==> src/sys_pkg.sv <==
package sys_pkg;

	// Register bus field widths
	typedef logic [3:0]  spam_did_t;
	typedef logic [7:0]  spam_addr_t;
	typedef logic [31:0] spam_data_t;

	typedef logic [7:0]  led_t;

	// One-cycle request from the bus master
	typedef struct packed {
		logic       valid;
		logic       r_nw;  // High for a read
		spam_did_t  did;
		spam_addr_t addr;
		spam_data_t data;
	} spam_req_t;

	// Device response, OR-combined across devices
	typedef struct packed {
		logic       busy_b;  // Data valid this cycle
		spam_data_t data;
	} spam_rsp_t;

	// Observed memory request stream
	typedef struct packed {
		logic valid;
		logic is_read;
	} mem_req_t;

	localparam spam_did_t SPAM_DID_STATUS = 4'd0;
	localparam spam_did_t SPAM_DID_TIMER  = 4'd1;

	localparam spam_addr_t STATUS_ADDR_STATUS   = 8'd0;
	localparam spam_addr_t STATUS_ADDR_LED_MASK = 8'd1;
	localparam spam_addr_t STATUS_ADDR_CLEAR    = 8'd2;

	localparam spam_addr_t TIMER_ADDR_COUNT = 8'd0;

	localparam spam_data_t UNMAPPED_DATA  = 32'hDEAD_BEEF;
	localparam led_t       LED_MASK_RESET = 8'hFF;

	// Defaults for the top level parameters
	localparam int unsigned DEF_RST_STRETCH    = 16;
	localparam int unsigned DEF_FLASH_CYCLES   = 5000000;  // About 100 ms of LED flash
	localparam int unsigned DEF_HEARTBEAT_BITS = 27;

endpackage

==> src/reset_sequencer.sv <==
module reset_sequencer #(
	parameter int unsigned RST_STRETCH = 16
) (
	input  logic cclk,
	input  logic cclk_rst_cause_b,
	input  logic corerst_btn,
	output logic core_rst_b
);

	logic [2:0]             btn_sync;
	logic                   seq_rst_b;
	logic [RST_STRETCH-1:0] rel_seq;

	// Button is asynchronous to cclk
	always_ff @(posedge cclk) begin
		btn_sync <= {btn_sync[1:0], corerst_btn};
	end

	assign seq_rst_b = cclk_rst_cause_b & ~btn_sync[2];  // Either cause holds reset

	// Assert at once, release after RST_STRETCH clean edges
	always_ff @(posedge cclk or negedge seq_rst_b) begin
		if (!seq_rst_b) begin
			rel_seq <= '0;
		end else begin
			rel_seq <= {rel_seq[RST_STRETCH-2:0], 1'b1};
		end
	end

	assign core_rst_b = rel_seq[RST_STRETCH-1];

endmodule

==> src/activity_monitor.sv <==
module activity_monitor import sys_pkg::*; #(
	parameter int unsigned FLASH_CYCLES = DEF_FLASH_CYCLES
) (
	input  logic     cclk,
	input  logic     core_rst_b,
	input  mem_req_t mem_req,
	input  logic     clear_triggered,
	output logic     flashing,
	output logic     triggered
);

	localparam int unsigned CNT_W = $clog2(FLASH_CYCLES + 1);

	logic [CNT_W-1:0] recent;
	logic             rd_seen;

	assign rd_seen = mem_req.valid & mem_req.is_read;

	always_ff @(posedge cclk or negedge core_rst_b) begin
		if (!core_rst_b) begin
			recent    <= '0;
			triggered <= 1'b0;
		end else begin
			if (rd_seen) begin
				recent    <= CNT_W'(1);  // Restart the flash
				triggered <= 1'b1;       // A read wins over a clear
			end else begin
				if (recent == CNT_W'(FLASH_CYCLES)) begin
					recent <= '0;
				end else if (recent != '0) begin
					recent <= recent + 1'b1;
				end
				if (clear_triggered) begin
					triggered <= 1'b0;
				end
			end
		end
	end

	assign flashing = (recent != '0);

endmodule

==> src/status_regs.sv <==
module status_regs import sys_pkg::*; #(
	parameter int unsigned HEARTBEAT_BITS = DEF_HEARTBEAT_BITS
) (
	input  logic      cclk,
	input  logic      core_rst_b,
	input  spam_req_t req,
	input  logic      flashing,
	input  logic      triggered,
	output spam_rsp_t rsp,
	output logic      clear_triggered,
	output led_t      leds
);

	logic [HEARTBEAT_BITS-1:0] heartbeat;
	led_t                      led_mask;
	led_t                      led_raw;
	logic                      wr;
	logic                      rd;
	spam_data_t                rd_data;

	assign wr = req.valid & ~req.r_nw;
	assign rd = req.valid & req.r_nw;

	// Free-running, top bit blinks an LED
	always_ff @(posedge cclk or negedge core_rst_b) begin
		if (!core_rst_b) begin
			heartbeat <= '0;
		end else begin
			heartbeat <= heartbeat + 1'b1;
		end
	end

	always_ff @(posedge cclk or negedge core_rst_b) begin
		if (!core_rst_b) begin
			led_mask        <= LED_MASK_RESET;
			clear_triggered <= 1'b0;
		end else begin
			if (wr && req.addr == STATUS_ADDR_LED_MASK) begin
				led_mask <= req.data[7:0];
			end
			clear_triggered <= wr && (req.addr == STATUS_ADDR_CLEAR);  // Data ignored
		end
	end

	always_comb begin
		case (req.addr)
			STATUS_ADDR_STATUS:   rd_data = {30'd0, flashing, triggered};
			STATUS_ADDR_LED_MASK: rd_data = {24'd0, led_mask};
			default:              rd_data = '0;
		endcase
	end

	// Zero data when idle keeps the OR bus clean
	always_ff @(posedge cclk or negedge core_rst_b) begin
		if (!core_rst_b) begin
			rsp <= '0;
		end else begin
			rsp.busy_b <= rd;
			rsp.data   <= rd ? rd_data : '0;
		end
	end

	assign led_raw = {4'd0, core_rst_b, triggered, flashing, heartbeat[HEARTBEAT_BITS-1]};
	assign leds    = led_raw & led_mask;

endmodule

==> src/spam_timer.sv <==
module spam_timer import sys_pkg::*; (
	input  logic      cclk,
	input  logic      core_rst_b,
	input  spam_req_t req,
	output spam_rsp_t rsp
);

	spam_data_t count;
	spam_data_t count_nxt;
	logic       ld;
	logic       rd;

	assign ld = req.valid & ~req.r_nw & (req.addr == TIMER_ADDR_COUNT);
	assign rd = req.valid & req.r_nw;

	always_comb begin
		if (ld) begin
			count_nxt = req.data;  // Load replaces this cycle's increment
		end else begin
			count_nxt = count + 1'b1;
		end
	end

	always_ff @(posedge cclk or negedge core_rst_b) begin
		if (!core_rst_b) begin
			count <= '0;
		end else begin
			count <= count_nxt;
		end
	end

	// Read returns the value taken at the sampling edge
	always_ff @(posedge cclk or negedge core_rst_b) begin
		if (!core_rst_b) begin
			rsp <= '0;
		end else begin
			rsp.busy_b <= rd;
			if (rd && req.addr == TIMER_ADDR_COUNT) begin
				rsp.data <= count_nxt;
			end else begin
				rsp.data <= '0;  // Other addresses and idle
			end
		end
	end

endmodule

==> src/spam_fabric.sv <==
module spam_fabric import sys_pkg::*; (
	input  logic      cclk,
	input  logic      core_rst_b,
	input  spam_req_t spam_req,
	output spam_req_t status_req,
	output spam_req_t timer_req,
	input  spam_rsp_t status_rsp,
	input  spam_rsp_t timer_rsp,
	output spam_rsp_t spam_rsp
);

	logic      hit_status;
	logic      hit_timer;
	logic      unmapped_rd;
	spam_rsp_t unmapped_rsp;

	// Single id decode for all devices
	assign hit_status = (spam_req.did == SPAM_DID_STATUS);
	assign hit_timer  = (spam_req.did == SPAM_DID_TIMER);

	always_comb begin
		status_req       = spam_req;
		status_req.valid = spam_req.valid & hit_status;
	end

	always_comb begin
		timer_req       = spam_req;
		timer_req.valid = spam_req.valid & hit_timer;
	end

	assign unmapped_rd = spam_req.valid & spam_req.r_nw & ~hit_status & ~hit_timer;

	// Answer reads nobody owns so the master never waits forever
	always_ff @(posedge cclk or negedge core_rst_b) begin
		if (!core_rst_b) begin
			unmapped_rsp <= '0;
		end else begin
			unmapped_rsp.busy_b <= unmapped_rd;
			unmapped_rsp.data   <= unmapped_rd ? UNMAPPED_DATA : '0;
		end
	end

	// Idle devices drive zeros, so a plain OR merges them
	assign spam_rsp = status_rsp | timer_rsp | unmapped_rsp;

endmodule

==> src/soc_sys.sv <==
module soc_sys import sys_pkg::*; #(
	parameter int unsigned RST_STRETCH    = DEF_RST_STRETCH,
	parameter int unsigned FLASH_CYCLES   = DEF_FLASH_CYCLES,
	parameter int unsigned HEARTBEAT_BITS = DEF_HEARTBEAT_BITS
) (
	input  logic      cclk,
	input  logic      cclk_rst_cause_b,
	input  logic      corerst_btn,
	input  spam_req_t spam_req,
	input  mem_req_t  mem_req,
	output spam_rsp_t spam_rsp,
	output led_t      leds,
	output logic      core_rst_b
);

	spam_req_t status_req;
	spam_req_t timer_req;
	spam_rsp_t status_rsp;
	spam_rsp_t timer_rsp;
	logic      clear_triggered;
	logic      flashing;
	logic      triggered;

	reset_sequencer #(
		.RST_STRETCH (RST_STRETCH)
	) reset_sequencer_i (
		.cclk             (cclk),
		.cclk_rst_cause_b (cclk_rst_cause_b),
		.corerst_btn      (corerst_btn),
		.core_rst_b       (core_rst_b)
	);

	spam_fabric spam_fabric_i (
		.cclk       (cclk),
		.core_rst_b (core_rst_b),
		.spam_req   (spam_req),
		.status_req (status_req),
		.timer_req  (timer_req),
		.status_rsp (status_rsp),
		.timer_rsp  (timer_rsp),
		.spam_rsp   (spam_rsp)
	);

	status_regs #(
		.HEARTBEAT_BITS (HEARTBEAT_BITS)
	) status_regs_i (
		.cclk            (cclk),
		.core_rst_b      (core_rst_b),
		.req             (status_req),
		.flashing        (flashing),
		.triggered       (triggered),
		.rsp             (status_rsp),
		.clear_triggered (clear_triggered),
		.leds            (leds)
	);

	activity_monitor #(
		.FLASH_CYCLES (FLASH_CYCLES)
	) activity_monitor_i (
		.cclk            (cclk),
		.core_rst_b      (core_rst_b),
		.mem_req         (mem_req),
		.clear_triggered (clear_triggered),
		.flashing        (flashing),
		.triggered       (triggered)
	);

	spam_timer spam_timer_i (
		.cclk       (cclk),
		.core_rst_b (core_rst_b),
		.req        (timer_req),
		.rsp        (timer_rsp)
	);

endmodule

==> config.mk <==
export PLATFORM = sky130hd
export DESIGN_NAME = soc_sys
export DESIGN_NICKNAME = d
export VERILOG_FILES = /design/src/sys_pkg.sv /design/src/reset_sequencer.sv /design/src/activity_monitor.sv /design/src/status_regs.sv /design/src/spam_timer.sv /design/src/spam_fabric.sv /design/src/soc_sys.sv
export SDC_FILE = /design/constraint.sdc
export NUM_CORES = 1
export LEC_CHECK = 0
export ABC_AREA = 1
export BUFFER_PORTS_ARGS = -buffer_cell sky130_fd_sc_hd__buf_2
export CORE_AREA = 2 2 162 164
export DETAILED_ROUTE_END_ITERATION = 12
export DIE_AREA = 0 0 164 166
export PLACE_DENSITY = 0.57
export RECOVER_POWER = 100
export SYNTH_ARGS = -nofsm -noshare
export SYNTH_HDL_FRONTEND = slang
export SYNTH_SLANG_ARGS = --single-unit
==> constraint.sdc <==
create_clock -name cclk -period 5.2 [get_ports cclk]
set_input_delay 1.04 -clock cclk [delete_from_list [all_inputs] [get_ports cclk]]
set_output_delay 1.04 -clock cclk [all_outputs]
set_load 0.01 [all_outputs]
Word-level counts from Yosys, hierarchy flattened:

Index checks and enable logic that the tools add are counted.

* add/sub/neg operators: 3
* equal/unequal tests: 4
* mux-type cells: 10
* bitwise logic cells: 19
* reduce and logical (&&, ||, !) cells: 8

Operators by type and width (number)
* $mux W32: 4
* $mux W23: 3
* $or A33 B33 Y33: 2
* $add A32 B1 Y32 const B: 1
* $add A27 B1 Y27 const B: 1
* $add A23 B1 Y23 const B: 1
* $eq A23 B23 Y1 const B: 1
* $reduce_bool A23 Y1: 1
* $pmux W8 S2: 1
* $and A1 B1 Y1: 12
* $and A4 B8 Y8: 1
* $eq A8 B1 Y1 const B: 1
* $eq A8 B2 Y1 const B: 1
* $logic_not A8 Y1: 1
* $eq A4 B1 Y1 const B: 1
* $logic_not A4 Y1: 1
* $not A1 Y1: 4
* $logic_and A1 B1 Y1: 3
* $reduce_bool A3 Y1: 1
* $mux W1: 2
* $reduce_bool A2 Y1: 1

* register bits after elaboration: 210
* output and inout port bits: 42

Longest topological paths before layout:

Gate-level depths: netlist (run 1).

* depth in word-level cells: 6
* depth in mapped cells: 10
* depth with buffers taken out: 10

Modules after synthesis:

A second synthesis (run 1) with hierarchy kept.

* cell total of the unflattened synthesis: 1135
* area, all modules: 8767.2 um^2

Modules (own cells, without submodules)
* spam_timer: times used 1, cells each 408, area an instance 3200.6 um^2
* status_regs: times used 1, cells each 299, area an instance 2416.1 um^2
* activity_monitor: times used 1, cells each 244, area an instance 1662.8 um^2
* spam_fabric: times used 1, cells each 162, area an instance 1013.5 um^2
* reset_sequencer: times used 1, cells each 22, area an instance 474.2 um^2

Least setup slack after synthesis (run 1):

No wires, ideal clock.

* path kind: reg2out
* start point: register reset_sequencer_i.rel_seq[15]
* end point: output port leds[3]
* arrival time: 3.603 ns
* path slack: 0.557 ns
* stages on the path, launching flop included: 3
* path through: dfrtp_1 -> nand2_1 -> inv_1

* word-level cells in the longest chain between the ends: 1

RTL lines
* from (decl): RTL line reset_sequencer.sv:12 `logic [RST_STRETCH-1:0] rel_seq;`
* from (signal assigned): RTL line reset_sequencer.sv:26 `rel_seq <= {rel_seq[RST_STRETCH-2:0], 1'b1};`
* $and A4 B8 Y8: RTL line status_regs.sv:64 `assign leds = led_raw & led_mask;`
* to (decl): RTL line soc_sys.sv:12 `output led_t leds,`

Every way passes these cells.

Final worst setup path (run 1):

Ends and elaborated chain as after synthesis.

==> flow_summary_export.csv, run 1 <==
group,metric,value,unit
sta,setup_violations,0,
power,peakVddDrop,0.241,mV
yosys,synth_fa_ha_area_share,0.662,%
worst_setup_path,slowest_stage,"dfrtp_1",
yosys,synth-warning-count,0,
drt,routed_wl,18300,um
job,cap_violations,2,
worst_setup_path,crit_fanout,47,
worst_hold_path,whs_path_depth,0,
clock_tree,clk_pin_slew,0.07,ns
worst_setup_path,worstPathArrival,2.54,ns
cells_and_area,final_nets,1092,
floorplan,initial_core_util,29.5,%
yosys,ys_ff_latch,154,
global_routing,grt_first_pass_wirelength,30500,um
worst_setup_path,r2r_slack,2.33,ns
drt,firstDrtPassIters,5,
outcome,violations,"max-capacitance violations, max-slew violations",
clock_tree,tritoncts,"done",
yosys,synthMuxAreaShare,0,%
sta,fin_skew,0.00814,ns
yosys,yosys.area.top_type_share,47.3,%
sta,fin_crit,3.58,ns
yosys,synthCells,945,
clock_tree,cts_root_buf,"clkbuf_16",
worst_setup_path,cp_cell_sequence,"nand2_1 -> inv_1 -> clkbuf_1",
global_routing,grt_busiest_layer,"met2",
yosys,synth_top_family_by_area,"simple AND/OR/NAND/NOR gates",
clock_tree,cts_sinks,154,
yosys,post_synth_xor_area_fraction,4.29,%
drt,vias,6073,
global_routing,track_usage,14.2,%
clock_tree,cts_inserted_buffers,17,
drt,drc,0,
sta,period_share,68.8,%
global_routing,grt_max_degree,49,
drt,viasPerCell,4.38,
clock_tree,clk_latency,0.43,ns
clock_tree,cts_resized,0,
clock_tree,cts_setup_buffers,0,
yosys,ys.flop_type,"dfrtp_1",
sta,rsz0062_at_grt,"false",
floorplan,die-area,27200,um2
worst_setup_path,timing.rr.end,"status_regs_i.heartbeat[7]$_DFF_PN0_",
drt,ant_nets,0,
sta,tns,0,ns
floorplan,fp.dieW,164,um
global_routing,grt_util_met2,21.2,%
yosys,synth-edff-count,0,
clock_tree,htreeDepth,4,
clock_tree,clock_path_buffers,2,
yosys,synth_compound_area_share,3.24,%
drt,wire_per_inst,13.2,um
drt,drt_iter0_drc,338,
yosys,synth_top_cell_by_area,"dfrtp_1",
worst_setup_path,cpPeakStageDelay,1.66,ns
power,power.leakage,4.38,nW
global_routing,grt_pass1_vias,5982,
cells_and_area,fill_cells,2747,
placed_design,postPlaceCellArea,8310,um2
worst_setup_path,crit_type,"flip-flop to output pin",
sta,slew_headroom,-32.1,%
global_routing,gr-total-overflow,0,
sta,finalHoldViolCount,0,
cells_and_area,drive_above_1_share,12.3,%
worst_setup_path,rr_startpoint,"reset_sequencer_i.rel_seq[15]$_DFF_PN0_",
cells_and_area,n_antenna_cell,0,
cells_and_area,fin_cells,1385,
yosys,ys_seq_area_share,50.9,%
outcome,run_status,"finished, violations left",
yosys,synthDistinctLibCells,36,
worst_setup_path,cp-end-kind,"output pin",
cells_and_area,area_delta_synth_final,15.8,%
sta,whs,0.325,ns
worst_setup_path,start_kind,"flip-flop",
cells_and_area,design_area,8760,um2
clock_tree,cts_hold_buf,0,
sta,slew_violations,48,
floorplan,rows,59,
worst_hold_path,whs_endpoint,"reset_sequencer_i.btn_sync[2]$_DFF_P_",
placed_design,place_congestion,0.894,
yosys,async_flop_share,98.1,%
global_routing,grt_use_met1,20.8,%
floorplan,io_pins,93,
sta,max_freq,280,MHz
sta,tightest_slew,1.98,ns
floorplan,dieHeight,166,um
yosys,synth_area,7560,um2
global_routing,antenna_found_initial,0,
power,power_density,312,nW/um2
placed_design,port_buffers,88,
worst_hold_path,worstHoldStart,"reset_sequencer_i.btn_sync[1]$_DFF_P_",
placed_design,dp_cells,1353,
yosys,synth_area_per_cell,8.00,um2
placed_design,dp_hpwl,13600,um
worst_setup_path,reg2reg_depth,1,
yosys,synth_area_leaders,"dfrtp_1, nand2_1, nor2_1",
worst_setup_path,cp_data_required_time,4.16,ns
floorplan,core_area,25600,um2
worst_hold_path,hold_path.class,"flip-flop to flip-flop",
global_routing,use_met3,2.47,%
yosys,yosys.area_share.simple,33.0,%
## stage by stage
| stage | total power, W | util [%] | setup WS, ns |
|---|---|---|---|
| 4_1_cts | 0.00277 | 34.7 | 2.18 |
| 6_report | 0.00273 | 34.2 | 1.62 |
| 3_5_place_dp | 0.00156 | 32.5 | 2.16 |
| 3_3_place_gp | 0.00156 | 32.5 | 2.25 |
| 5_1_grt | 0.00286 | 34.2 | 1.22 |
| 2_1_floorplan | 0.00148 | - | 0.557 |
## cells by family after synthesis
family	Yosys count
other	2
XOR/XNOR	37
buffers and inverters	139
flip-flops	154
AO/OA/AOI/OAI	47
adder cells (fa/ha/maj)	4
AND/OR/NAND/NOR	562
## how the worst max path moves through the flow
stage | start | to | depth (start not counted)
after floorplan | reset_sequencer_i.rel_seq[15]$_DFF_PN0_ | leds[3] | 2
after global placement | spam_req[39] | spam_timer_i.rsp[22]$_DFF_PN0_ | 6
after detailed placement | spam_req[39] | spam_timer_i.rsp[21]$_DFF_PN0_ | 6
after CTS | spam_fabric_i.unmapped_rsp[30]$_DFF_PN0_ | spam_rsp[32] | 3
after global routing | reset_sequencer_i.rel_seq[15]$_DFF_PN0_ | leds[3] | 3
final | reset_sequencer_i.rel_seq[15]$_DFF_PN0_ | leds[3] | 3
## registers in the layout, indices dropped and copies added, names as in the netlist
signal / count
activity_monitor_i.triggered: 1
spam_timer_i.count: 32
activity_monitor_i.recent: 23
status_regs_i.heartbeat: 27
reset_sequencer_i.rel_seq: 16
reset_sequencer_i.btn_sync: 3
status_regs_i.clear_triggered: 1
spam_fabric_i.unmapped_rsp: 1
status_regs_i.led_mask: 8
status_regs_i.rsp: 9
spam_timer_i.rsp: 33
## routing by layer
layer  share of wire [%]  wire length, um
met5                   0                0
met4                0.99              181
met1                  51             9390
met3                 3.5              640
met2                  44             8140
## cells in the mapped netlist, types with 6 or more instances
cell type and number:
xnor2_1 17, nor2_1 135, nand3_1 64, buf_4 12, nand2_2 7, or2_2 24, xor2_1 20, nand4_1 19
a21oi_1 24, o21ai_0 18, nor2_2 12, inv_1 116, dfstp_2 8, or2_0 6, nor3_1 30, dfrtp_1 143
nand2_1 249
## report_power, final
part / switching, W / internal, W
Clock: 0.000534 / 0.000668
Combinational: 0.000146 / 0.0000880
Sequential: 0.0000503 / 0.00124
Total: 0.000730 / 0.00200
## layout by cell type, fill, tap and decap left out, types with 2 or more instances in the layout
cell / count
nand3_1: 66
or2_2: 24
ha_1: 4
clkinv_4: 4
o21bai_1: 4
nand2_2: 3
nor2_1: 141
o21ai_0: 19
xnor2_1: 17
clkinv_2: 2
clkbuf_16: 17
dfrtp_1: 143
buf_2: 50
dfstp_2: 7
inv_6: 4
nor2_2: 8
xor2_1: 20
conb_1: 5
nand2_1: 254
nand4_1: 20
nand3b_1: 4
dfxtp_1: 3
a21oi_1: 24
or2_0: 6
clkinvlp_4: 3
clkbuf_1: 39
nor3_1: 32
inv_1: 117
## worst max-delay path: cells and delay by family, from the launching register on
kind	cells	cell delay, ns
flops	1	1.66
simple gates	1	0.13
buf+inv	2	0.25
## layout make-up
class                      instances  area (um2)  area share (%)
inverter                         118         445            5.09
tap                              335         419            4.79
clock buffer                      17         425            4.86
sequential                       154        3850            44.0
multi-input combinational        655        3060            35.0
clock inverter                    15         144            1.64
timing repair buffer              91         409            4.67
No activity file was read; power rests on OpenSTA's default activity.
==> run 2: changes to the inputs <==
--- a/config.mk
+++ b/config.mk
@@ -10,7 +10,7 @@
 export CORE_AREA = 2 2 162 164
 export DETAILED_ROUTE_END_ITERATION = 12
 export DIE_AREA = 0 0 164 166
-export PLACE_DENSITY = 0.57
+export PLACE_DENSITY = 0.59
 export RECOVER_POWER = 100
 export SYNTH_ARGS = -nofsm -noshare
 export SYNTH_HDL_FRONTEND = slang
==> constraint.sdc (replaced) <==
create_clock -name cclk -period 3 [get_ports cclk]
set_input_delay 0.6 -clock cclk [delete_from_list [all_inputs] [get_ports cclk]]
set_output_delay 0.6 -clock cclk [all_outputs]
set_load 0.01 [all_outputs]
==> run 2 against run 1 <==
The flow now finishes without violations. Routed wire length is 1.7% higher. Die area did not move. Clock skew down 0.0014 ns. Worst setup slack lost 1.2 ns. Hold slack worse by 0.052 ns. Critical path type unchanged.
==> flow_summary_export.csv, run 2 (synthesis gave the netlist of run 1 again) <==
group,metric,value,unit
clock_tree,cts_sinks,154,
global_routing,track_usage,14.2,%
cells_and_area,final_nets,1093,
cells_and_area,regMostFlops,"spam_timer_i.rsp",
global_routing,gr-total-overflow,0,
sta,tightest_slew,1.29,ns
worst_hold_path,hold_path.class,"input port to flip-flop",
worst_setup_path,crit_type,"flip-flop to output pin",
sta,setup_violations,0,
cells_and_area,fill_cells,2719,
clock_tree,clk_latency,0.43,ns
drt,wire_per_inst,13.5,um
cells_and_area,seqCellArea,3850,um2
placed_design,place_congestion,0.856,
cells_and_area,largest_reg_flops,33,
worst_hold_path,whs_path_depth,1,
sta,rsz0062_at_grt,"false",
placed_design,port_buffers,88,
sta,period_share,86.5,%
floorplan,initial_core_util,29.5,%
floorplan,core_area,25600,um2
worst_hold_path,whs_endpoint,"reset_sequencer_i.btn_sync[0]$_DFF_P_",
sta,tns,0,ns
floorplan,io_pins,93,
sta,fin_skew,0.00671,ns
drt,ant_nets,0,
drt,drc,0,
clock_tree,tritoncts,"done",
power,peakVddDrop,0.439,mV
worst_hold_path,worstHoldStart,"corerst_btn",
clock_tree,clk_pin_slew,0.06,ns
sta,max_freq,385,MHz
outcome,run_status,"finished, final reports clean",
worst_setup_path,r2r_slack,1.01,ns
cells_and_area,top_regs,"spam_timer_i.rsp (33), spam_timer_i.count (32), status_regs_i.heartbeat (27)",
worst_setup_path,cp_data_required_time,2.40,ns
cells_and_area,n_antenna_cell,0,
clock_tree,htreeDepth,4,
drt,vias,6144,
global_routing,antenna_found_initial,0,
cells_and_area,multi_input_area,3060,um2
floorplan,dieHeight,166,um
worst_setup_path,timing.rr.end,"spam_timer_i.count[18]$_DFF_PN0_",
sta,slew_headroom,14.0,%
global_routing,grt_max_degree,55,
global_routing,grt_pass1_vias,6010,
clock_tree,cts_hold_buf,0,
sta,slew_violations,0,
cells_and_area,area_delta_synth_final,16.1,%
clock_tree,cts_inserted_buffers,17,
worst_setup_path,cp-end-kind,"output pin",
clock_tree,cts_resized,0,
placed_design,dp_slack,0.733,ns
cells_and_area,layout_common_cells,"nand2_1, dfrtp_1, nor2_1",
clock_tree,cts_setup_buffers,0,
drt,routed_wl,18700,um
sta,finalHoldViolCount,0,
worst_setup_path,worstPathArrival,2.00,ns
clock_tree,cts_root_buf,"clkbuf_16",
worst_setup_path,start_kind,"flip-flop",
job,cap_violations,0,
worst_setup_path,crit_fanout,6,
power,power.leakage,4.39,nW
worst_setup_path,reg2reg_depth,1,
sta,worst_slack,0.404,ns
placed_design,dp_hpwl,14200,um
clock_tree,clock_path_buffers,2,
floorplan,fp.dieW,164,um
floorplan,rows,59,
power,power_density,546,nW/um2
floorplan,die-area,27200,um2
drt,drt_iter0_drc,386,
drt,firstDrtPassIters,4,
cells_and_area,layout_commonest_cell,"nand2_1",
worst_setup_path,rr_startpoint,"reset_sequencer_i.rel_seq[15]$_DFF_PN0_",
cells_and_area,drive_above_1_share,12.5,%
global_routing,grt_first_pass_wirelength,30400,um
sta,fin_crit,2.60,ns
drt,viasPerCell,4.43,
run 2: cell count changes in the layout (fill, tap and decap cells not counted), sizes merged:
cell    previous run  this run
clkinv             6         4
inv              123       121
clkbuf            57        60
bufinv             1         2
buf               51        52
run 2: worst max-delay path by stage:
| stage | startpoint | to | slack [ns] |
|---|---|---|---|
| floorplan | reset_sequencer_i.rel_seq[15]$_DFF_PN0_ | leds[3] | 0.20 |
| global placement | spam_req[39] | spam_timer_i.rsp[17]$_DFF_PN0_ | 0.83 |
| detailed placement | spam_req[39] | spam_timer_i.rsp[2]$_DFF_PN0_ | 0.73 |
| CTS | activity_monitor_i.recent[10]$_DFFE_PN0P_ | leds[1] | 0.40 |
| global route | spam_req[43] | spam_timer_i.rsp[8]$_DFF_PN0_ | 0.18 |
| finish | activity_monitor_i.recent[10]$_DFFE_PN0P_ | leds[1] | 0.40 |
run 2: per-stage QoR:
stage	area (um2)	instances	util (%)	hold slack [ns]	power, W
floorplan	7570	948	-	0.310	0.00256
global placement	8320	1354	32.5	0.297	0.00271
detailed placement	8320	1354	32.5	0.289	0.00271
CTS	8910	1386	34.8	0.254	0.00486
global route	8780	1386	34.3	0.269	0.00501
finish	8780	1386	34.3	0.273	0.00479
run 2: power breakdown:
part	internal (W)	switching (W)
clock network	0.00126	0.000879
logic	0.000152	0.000258
registers	0.00216	0.0000864
total	0.00357	0.00122
run 2: routing by layer:
metal | vias to the layer above | share of wire (%) | track usage, %
met5 | - | 0 | 0
li1 | 3109 | - | -
met1 | 2868 | 50 | 20.5
met4 | 0 | 1.6 | 4.69
met2 | 144 | 44 | 21.1
met3 | 23 | 4.2 | 3.12
run 2: worst max-delay path: stages (launching register included):
cell and delay (ns):
dfrtp_1 0.41, inv_1 0.19, nand4_1 0.13, nor2_1 0.23
nand3_1 0.30, nand2_1 0.14, inv_1 0.04, clkbuf_1 0.12
run 2: final cells by class:
class / instances / area share, %
sequential: 154 / 43.9
multi-input combinational: 655 / 34.9
clock buffer: 20 / 5.09
inverter: 118 / 5.05
tap: 335 / 4.78
timing repair buffer: 92 / 4.73
clock inverter: 12 / 1.60
